File: src/logic/debug_defines.svh
`ifndef DEBUG_DEFINES_SVH
`define DEBUG_DEFINES_SVH

// General register file size
`define DBG_GR_COUNT 32

// Program counter advance per step or run cycle
`define DBG_PC_STEP 32'd4

// Run cycles allowed before giving up on a breakpoint
`define DBG_RUN_LIMIT 64

// Target code of the program counter
`define DBG_TARGET_PC 8'd67

`endif
File: src/logic/debug_pkg.sv
`default_nettype none

package debug_pkg;

	// Host command codes, ASCII
	typedef enum logic [7:0] {
		HOST_AC = 8'h41,
		HOST_ID = 8'h49,
		HOST_NP = 8'h4E,
		HOST_RR = 8'h52,
		HOST_RW = 8'h57,
		HOST_SE = 8'h53,
		HOST_BE = 8'h42,
		HOST_SB = 8'h50
	} host_cmd_e;

	// Core debug unit commands
	typedef enum logic [3:0] {
		READ_REG  = 4'h0,
		WRITE_REG = 4'h1,
		GO        = 4'h8,
		STEP      = 4'hA,
		SET_BREAK = 4'hB
	} core_cmd_e;

	typedef struct packed {
		host_cmd_e   cmd;
		logic [7:0]  target;
		logic [31:0] data;
	} host_req_t;

	typedef struct packed {
		logic        error;
		logic [31:0] data;
	} host_rsp_t;

	typedef struct packed {
		core_cmd_e   cmd;
		logic [7:0]  target;
		logic [31:0] data;
	} core_req_t;

	typedef struct packed {
		logic        error;
		logic [31:0] data;
	} core_rsp_t;

	// Sequencer FSM
	typedef enum logic [2:0] {
		IDLE,
		ACTIVE,
		ISSUE,
		WAIT_CORE,
		RESPOND
	} seq_state_e;

endpackage

`default_nettype wire

File: src/logic/debug_subsystem.sv
`timescale 1ns/1ns
`default_nettype none

module debug_subsystem import debug_pkg::*; (
	input wire iCLOCK,
	input wire inRESET,
	input wire host_req_t host_req,
	input wire host_req_valid,
	output wire host_req_ready,
	output wire host_rsp_t host_rsp,
	output wire host_rsp_valid,
	input wire host_rsp_ready,
	output wire running
);

	// Core link
	wire core_req_t core_req;
	wire core_req_valid;
	wire core_req_ready;
	wire core_rsp_t core_rsp;
	wire core_rsp_valid;

	// Breakpoint link
	wire bp_write;
	wire [31:0] bp_addr;
	wire [31:0] pc;
	wire bp_hit;
	wire limit_hit;

	debug_sequencer u_sequencer (
		.iCLOCK(iCLOCK),
		.inRESET(inRESET),
		.host_req(host_req),
		.host_req_valid(host_req_valid),
		.host_req_ready(host_req_ready),
		.host_rsp(host_rsp),
		.host_rsp_valid(host_rsp_valid),
		.host_rsp_ready(host_rsp_ready),
		.core_req(core_req),
		.core_req_valid(core_req_valid),
		.core_req_ready(core_req_ready),
		.core_rsp(core_rsp),
		.core_rsp_valid(core_rsp_valid)
	);

	debug_target u_target (
		.iCLOCK(iCLOCK),
		.inRESET(inRESET),
		.core_req(core_req),
		.core_req_valid(core_req_valid),
		.core_req_ready(core_req_ready),
		.core_rsp(core_rsp),
		.core_rsp_valid(core_rsp_valid),
		.bp_write(bp_write),
		.bp_addr(bp_addr),
		.pc(pc),
		.running(running),
		.bp_hit(bp_hit),
		.limit_hit(limit_hit)
	);

	debug_break_regs u_break_regs (
		.iCLOCK(iCLOCK),
		.inRESET(inRESET),
		.bp_write(bp_write),
		.bp_addr(bp_addr),
		.pc(pc),
		.running(running),
		.bp_hit(bp_hit),
		.limit_hit(limit_hit)
	);

endmodule

`default_nettype wire

File: src/logic/debug_sequencer.sv
`timescale 1ns/1ns
`default_nettype none

module debug_sequencer import debug_pkg::*; (
	input wire iCLOCK,
	input wire inRESET,
	input wire host_req_t host_req,
	input wire host_req_valid,
	output logic host_req_ready,
	output host_rsp_t host_rsp,
	output logic host_rsp_valid,
	input wire host_rsp_ready,
	output core_req_t core_req,
	output logic core_req_valid,
	input wire core_req_ready,
	input wire core_rsp_t core_rsp,
	input wire core_rsp_valid
);

	seq_state_e state;
	// State to return to once the response is taken
	seq_state_e after_rsp;

	logic accept;
	logic is_core_cmd;
	core_cmd_e core_cmd;
	logic local_error;
	logic core_done;

	assign host_req_ready = (state == IDLE) || (state == ACTIVE);
	assign accept = host_req_valid && host_req_ready;
	assign host_rsp_valid = (state == RESPOND);
	assign core_req_valid = (state == ISSUE);
	assign core_done = (state == WAIT_CORE) && core_rsp_valid;

	// Host to core command mapping
	always_comb begin
		is_core_cmd = 1'b1;
		core_cmd = READ_REG;
		case (host_req.cmd)
			HOST_RR: core_cmd = READ_REG;
			HOST_RW: core_cmd = WRITE_REG;
			HOST_SE: core_cmd = STEP;
			HOST_BE: core_cmd = GO;
			HOST_SB: core_cmd = SET_BREAK;
			default: is_core_cmd = 1'b0;
		endcase
	end

	// Error bit for commands answered without the core
	always_comb begin
		if (state == IDLE) begin
			local_error = (host_req.cmd != HOST_AC);
		end else begin
			case (host_req.cmd)
				HOST_AC,
				HOST_ID,
				HOST_NP: local_error = 1'b0;
				default: local_error = 1'b1;
			endcase
		end
	end

	always_ff @(posedge iCLOCK or negedge inRESET) begin
		if (!inRESET) begin
			state <= IDLE;
			after_rsp <= IDLE;
		end else begin
			case (state)
				IDLE: begin
					if (accept) begin
						state <= RESPOND;
						after_rsp <= (host_req.cmd == HOST_AC) ? ACTIVE : IDLE;
					end
				end
				ACTIVE: begin
					if (accept) begin
						if (is_core_cmd) begin
							state <= ISSUE;
						end else begin
							state <= RESPOND;
							after_rsp <= (host_req.cmd == HOST_ID) ? IDLE : ACTIVE;
						end
					end
				end
				ISSUE: begin
					if (core_req_ready) begin
						state <= WAIT_CORE;
					end
				end
				WAIT_CORE: begin
					if (core_rsp_valid) begin
						state <= RESPOND;
						// A failing core command deactivates the debugger
						after_rsp <= core_rsp.error ? IDLE : ACTIVE;
					end
				end
				RESPOND: begin
					if (host_rsp_ready) begin
						state <= after_rsp;
					end
				end
				default: begin
					state <= IDLE;
				end
			endcase
		end
	end

	// Core request payload, held while ISSUE waits for ready
	always_ff @(posedge iCLOCK) begin
		if (accept) begin
			core_req.cmd <= core_cmd;
			core_req.target <= host_req.target;
			core_req.data <= host_req.data;
		end
	end

	// Response payload, held through host back-pressure
	always_ff @(posedge iCLOCK) begin
		if (accept) begin
			host_rsp.error <= local_error;
			host_rsp.data <= '0;
		end else if (core_done) begin
			host_rsp.error <= core_rsp.error;
			host_rsp.data <= core_rsp.data;
		end
	end

endmodule

`default_nettype wire

File: src/logic/debug_target.sv
`timescale 1ns/1ns
`default_nettype none

`include "debug_defines.svh"

module debug_target import debug_pkg::*; (
	input wire iCLOCK,
	input wire inRESET,
	input wire core_req_t core_req,
	input wire core_req_valid,
	output logic core_req_ready,
	output core_rsp_t core_rsp,
	output logic core_rsp_valid,
	output logic bp_write,
	output logic [31:0] bp_addr,
	output logic [31:0] pc,
	output logic running,
	input wire bp_hit,
	input wire limit_hit
);

	localparam int GR_AW = $clog2(`DBG_GR_COUNT);

	logic [31:0] gr [`DBG_GR_COUNT];
	logic accept;
	logic is_gr;
	logic is_pc;
	logic [GR_AW-1:0] gr_idx;
	logic run_stop;
	logic rsp_fire;
	core_rsp_t rsp_next;

	// No new command while the program is running
	assign core_req_ready = !running;
	assign accept = core_req_valid && core_req_ready;
	assign is_gr = core_req.target < 8'(`DBG_GR_COUNT);
	assign is_pc = core_req.target == `DBG_TARGET_PC;
	assign gr_idx = core_req.target[GR_AW-1:0];
	assign run_stop = running && (bp_hit || limit_hit);

	assign bp_write = accept && (core_req.cmd == SET_BREAK);
	assign bp_addr = core_req.data;

	always_comb begin
		rsp_fire = 1'b0;
		rsp_next = '0;
		if (run_stop) begin
			rsp_fire = 1'b1;
			rsp_next.error = !bp_hit;
			rsp_next.data = pc;
		end else if (accept) begin
			rsp_fire = 1'b1;
			case (core_req.cmd)
				READ_REG: begin
					if (is_gr) begin
						rsp_next.data = gr[gr_idx];
					end else if (is_pc) begin
						rsp_next.data = pc;
					end else begin
						rsp_next.error = 1'b1;
					end
				end
				WRITE_REG: rsp_next.error = !(is_gr || is_pc);
				STEP: rsp_next.data = pc + `DBG_PC_STEP;
				// Answered when the run stops
				GO: rsp_fire = 1'b0;
				SET_BREAK: rsp_next.data = '0;
				default: rsp_next.error = 1'b1;
			endcase
		end
	end

	always_ff @(posedge iCLOCK or negedge inRESET) begin
		if (!inRESET) begin
			for (int i = 0; i < `DBG_GR_COUNT; i++) begin
				gr[i] <= '0;
			end
			pc <= '0;
			running <= 1'b0;
			core_rsp_valid <= 1'b0;
		end else begin
			core_rsp_valid <= rsp_fire;
			if (running) begin
				if (run_stop) begin
					running <= 1'b0;
				end else begin
					pc <= pc + `DBG_PC_STEP;
				end
			end else if (accept) begin
				case (core_req.cmd)
					WRITE_REG: begin
						if (is_gr) begin
							gr[gr_idx] <= core_req.data;
						end else if (is_pc) begin
							pc <= core_req.data;
						end
					end
					STEP: pc <= pc + `DBG_PC_STEP;
					GO: running <= 1'b1;
					default: ;
				endcase
			end
		end
	end

	always_ff @(posedge iCLOCK) begin
		if (rsp_fire) begin
			core_rsp <= rsp_next;
		end
	end

endmodule

`default_nettype wire

File: src/logic/debug_break_regs.sv
`timescale 1ns/1ns
`default_nettype none

`include "debug_defines.svh"

module debug_break_regs (
	input wire iCLOCK,
	input wire inRESET,
	input wire bp_write,
	input wire [31:0] bp_addr,
	input wire [31:0] pc,
	input wire running,
	output logic bp_hit,
	output logic limit_hit
);

	localparam int CNT_W = $clog2(`DBG_RUN_LIMIT + 1);
	localparam logic [CNT_W-1:0] LIMIT = CNT_W'(`DBG_RUN_LIMIT);

	logic [31:0] break_addr;
	logic break_en;
	logic [CNT_W-1:0] run_count;

	assign bp_hit = running && break_en && (break_addr == pc);
	assign limit_hit = running && (run_count == LIMIT);

	// Breakpoint address and enable
	always_ff @(posedge iCLOCK or negedge inRESET) begin
		if (!inRESET) begin
			break_addr <= '0;
			break_en <= 1'b0;
		end else if (bp_write) begin
			break_addr <= bp_addr;
			break_en <= 1'b1;
		end
	end

	// Run cycle counter, one count per PC advance
	always_ff @(posedge iCLOCK or negedge inRESET) begin
		if (!inRESET) begin
			run_count <= '0;
		end else if (!running) begin
			run_count <= '0;
		end else if (!limit_hit) begin
			run_count <= run_count + 1'b1;
		end
	end

endmodule

`default_nettype wire

File: config.mk
export PLATFORM = sky130hd
export DESIGN_NAME = debug_subsystem
export DESIGN_NICKNAME = d
export VERILOG_FILES = /design/src/logic/debug_pkg.sv /design/src/logic/debug_subsystem.sv /design/src/logic/debug_sequencer.sv /design/src/logic/debug_target.sv /design/src/logic/debug_break_regs.sv
export VERILOG_INCLUDE_DIRS = /design/src /design/src/logic
export SDC_FILE = /design/constraint.sdc
export NUM_CORES = 2
export LEC_CHECK = 0
export BUFFER_PORTS_ARGS = -buffer_cell sky130_fd_sc_hd__buf_2
export CORE_MARGIN = 2
export CORE_UTILIZATION = 45
export CTS_BUF_LIST = sky130_fd_sc_hd__clkbuf_8
export DETAILED_ROUTE_END_ITERATION = 10
export SYNTH_ARGS = -nofsm -noshare
export SYNTH_HDL_FRONTEND = slang
export SYNTH_SLANG_ARGS = --single-unit
File: constraint.sdc
create_clock -name iCLOCK -period 2.7 [get_ports iCLOCK]
set_clock_uncertainty 0.05 [all_clocks]
set_input_delay 0.54 -clock iCLOCK [delete_from_list [all_inputs] [get_ports iCLOCK]]
set_output_delay 0.54 -clock iCLOCK [all_outputs]
set_load 0.01 [all_outputs]
==> summary.txt <==
Floorplanning
  – Die width: between 300 and 400 µm
  – Die Y: 354.9 µm
  – Core outline area: between 100000 and 150000 µm²
  – Die area: 125900 µm²
  – Starting density of the core: 45.40%
  – Site Rows: 128
  – # IOs: between 80 and 90

Worst setup path
  – Critical Path RT: between 3000 and 4000 ps
  – CP arrival: 3360 ps
  – Kind of critical path: reg2reg
  – Startpoint Class: flop
  – Crit Path Max Fanout: 13
  – Crit. End Element: flop

Place
  – PortBufs: 87
  – Dpl hpwl: 108.0 mm
  – Pre-CTS worst setup slack: -152.0 ps
  – Gpl congestion: just over 0.9

GRT
  – Largest net degree at the start of global routing: 93
  – Overall Global Routing Usage: 27.43%
  – Global-route wire length before repair: 252.6 mm
  – Initial antenna violation count: 4
  – Number of global-route vias before repair: 36430
  – Grt ovf: 0

Synthesis
  – Post-synthesis sequential area ratio: 55.10%
  – Ranking of synthesized cells by area: dfrtp_1, mux2_2, mux4_2
  – Number of enable flip-flop cells after synthesis: 77
  – Cell Area, Synth: 55400 µm²
  – Synth Flop Type: dfrtp_1
  – Synth top area share: 49.77%
  – Synth cell types: 64
  – Dominant cell type by area after synthesis: dfrtp_1
  – Mean Syn Cell Area: about 15 µm²
  – Synthesized Nets: 3840
  – Ys Warns: 0
  – Synth Instances: 3785
  – Yosys reg bits: 1211
  – Async set-reset flop share out of synthesis: 91.00%

Outcome
  – Outcome: complete, but fails checks
  – Failing checks: negative setup slack

Detailed routing
  – Total vias in the final route: roughly 36000
  – Iter 0 DRT Violations: 3354
  – WL/cell: 28.86 µm
  – Vias per cell: roughly 6.0
  – Uppermost layer routed: met4
  – Met1 wire length: between 70 and 80 mm
  – Detail Route Antenna Nets: 0
  – Metal3 WL: about 11 mm
  – Router iterations before antenna repair: 6
  – Met2 wire length: 80.85 mm
  – DRT Wirelength: 171.7 mm
  – # DRC: 0

Cells and area
  – Layout cells sized above 1: 49.84%
  – NumNets Final: 4206
  – Final Util: 53.70%
  – Layout Area Growth over Synthesis: 18.27%

Clocking
  – CTS tree: built
  – Clock latency on the worst-skew pair: roughly 900 ps
  – Max clock buf depth: 3
  – Clock buffer count from CTS: 198
  – CTS sink cnt: 1211
  – H-tree levels: 4
  – CTS root buf: clkbuf_8
  – Clock slew at reported path FFs: 60 ps

Pwr
  – Power per Cell Area: 573.6 nW/µm²
  – Tot Pwr: approximately 38 mW
  – Lkg Pwr: between 30 and 40 nW
  – Max VDD drop: 0.5161 mV

Flow run
  – Max cap viols: 0

Timing
  – RSZ-0062 raised after global routing: yes
  – Peak Freq: around 370 MHz
  – Fin crit share: 101.3%
  – Worst hold slack: 119.7 ps
  – Worst slew pin tran: 1295 ps
  – Tmin final: 2735 ps
  – Max-slew violations: 0
  – Worst relative slew slack: 13.63%
  – Setup ws final: -34.93 ps
  – Final setup fails: 1
  – Final hold vios: 0

Min path
  – Worst Hold Class: in2reg
==> cells in the mapped netlist, types with 6 or more instances <==
cell and instances:
a211oi_1 11, a21oi_1 88, a221o_1 21, a22oi_1 113
a311oi_1 7, a31oi_1 33, and3_1 16, and4_1 6
buf_1 31, buf_2 13, buf_6 96, clkbuf_1 215
dfrtp_1 1102, dfxtp_1 32, edfxtp_1 77, inv_1 15
mux2_2 1063, mux2i_1 54, mux4_2 228, nand2_1 165
nand2b_1 14, nand3_1 43, nand3b_1 6, nand4_1 46
nor2_1 57, nor3_1 24, nor4_1 6, o21ai_0 45
o22ai_1 34, o31ai_1 10, or3_1 15, xnor2_1 35
==> sequential cells by signal, indices dropped and copies added, names as in the netlist, 3 cells and up <==
register / flops
u_break_regs.break_addr: 32
u_break_regs.run_count: 7
u_sequencer.core_req: 43
u_sequencer.host_rsp: 33
u_sequencer.state: 3
u_target.core_rsp: 33
u_target.gr: 1024
u_target.pc: 32
==> final timing paths <==
kind	startpoint	endpoint	slack, ps	cells past startpoint
max	u_sequencer.core_req[32]	u_target.core_rsp[7]	-30	6
min in group asynchronous	inRESET	u_target.gr[784]	130	2
min	host_req[46]	u_sequencer.core_req[40]	120	4
max in group asynchronous	inRESET	u_target.gr[832]	1430	4
max reg2reg	u_sequencer.core_req[32]	u_target.core_rsp[7]	-30	6
min reg2reg	u_sequencer.host_rsp[1]	u_sequencer.host_rsp[1]	400	2
==> critical path: stages, from the launching register on <==
cell      delay [ps]
edfxtp_1         430
buf_12           230
buf_12           200
mux4_2           510
a22oi_1          250
nand4_1          320
a221o_1          470
==> placed cells by master, fill, tap and decap left out, types with 32 or more instances in the layout <==
cell	synthesis	final
dfrtp_1	1102	1102
mux2_2	1063	1063
clkbuf_8	0	268
buf_4	0	247
mux4_2	228	228
nand2_1	165	129
buf_12	0	129
a22oi_1	113	90
a21oi_1	88	86
buf_2	13	86
inv_1	15	81
edfxtp_1	77	77
mux2i_1	54	54
nor2_1	57	48
dlygate4sd3_1	0	47
nand4_1	46	46
o21ai_0	45	44
nand3_1	43	42
xnor2_1	35	35
nand2_2	0	35
o22ai_1	34	34
a31oi_1	33	33
dfxtp_1	32	32
==> timing repair <==
item / 4_1_cts / 5_1_grt
pin swaps: 9 / 14
hold buffers: 47 / 0
endpoints found under the hold margin: 315 / 0
resized for setup: 11 / 44
endpoints found under the setup margin: 9 / 50
buffers inserted: 12 / 7
cloned: 0 / 2
==> metrics by stage <==
| step | instances | area, µm² | setup TNS, ps |
|---|---|---|---|
| 2_1_floorplan | 3785 | 55410 | 0 |
| 3_3_place_gp | 5509 | 60310 | -633.8 |
| 3_5_place_dp | 5509 | 60310 | -780.6 |
| 4_1_cts | 5936 | 65220 | -1.077 |
| 5_1_grt | 5947 | 65520 | -562.4 |
| 6_report | 5949 | 65530 | -34.93 |
==> per-layer routing <==
metal | up-vias | global-route usage [%]
met2 | 1321 | 43.45
met1 | 19130 | 38.48
met3 | 297 | 5.144
met4 | 0 | 8.534
met5 | - | 0
li1 | 14970 | -
==> logic make-up after synthesis <==
family	synth area share [%]
simple gates	3.848
compound gates	4.700
flops	55.10
xor+xnor	0.5849
buf+inv	3.846
fa+ha+maj	0.06776
mux	31.85
==> where the power goes <==
part,switching (mW),total (mW),leakage (nW),internal [mW]
clock network,7.66,17.0,2.46,9.33
logic,1.41,2.13,12.7,0.726
registers,0.0907,18.5,16.3,18.4
total,9.16,37.6,31.5,28.4
==> layout make-up <==
cell class,count,area [µm²]
repair buffers,522,5555
multi-input cells,2203,23050
flip-flops and latches,1211,30530
diodes,4,10.01
well taps,1625,2033
fillers,10090,56510
clock inverters,101,605.6
clock buffers,268,3689
inverters,15,60.06
(Power assumes the default switching activity.)
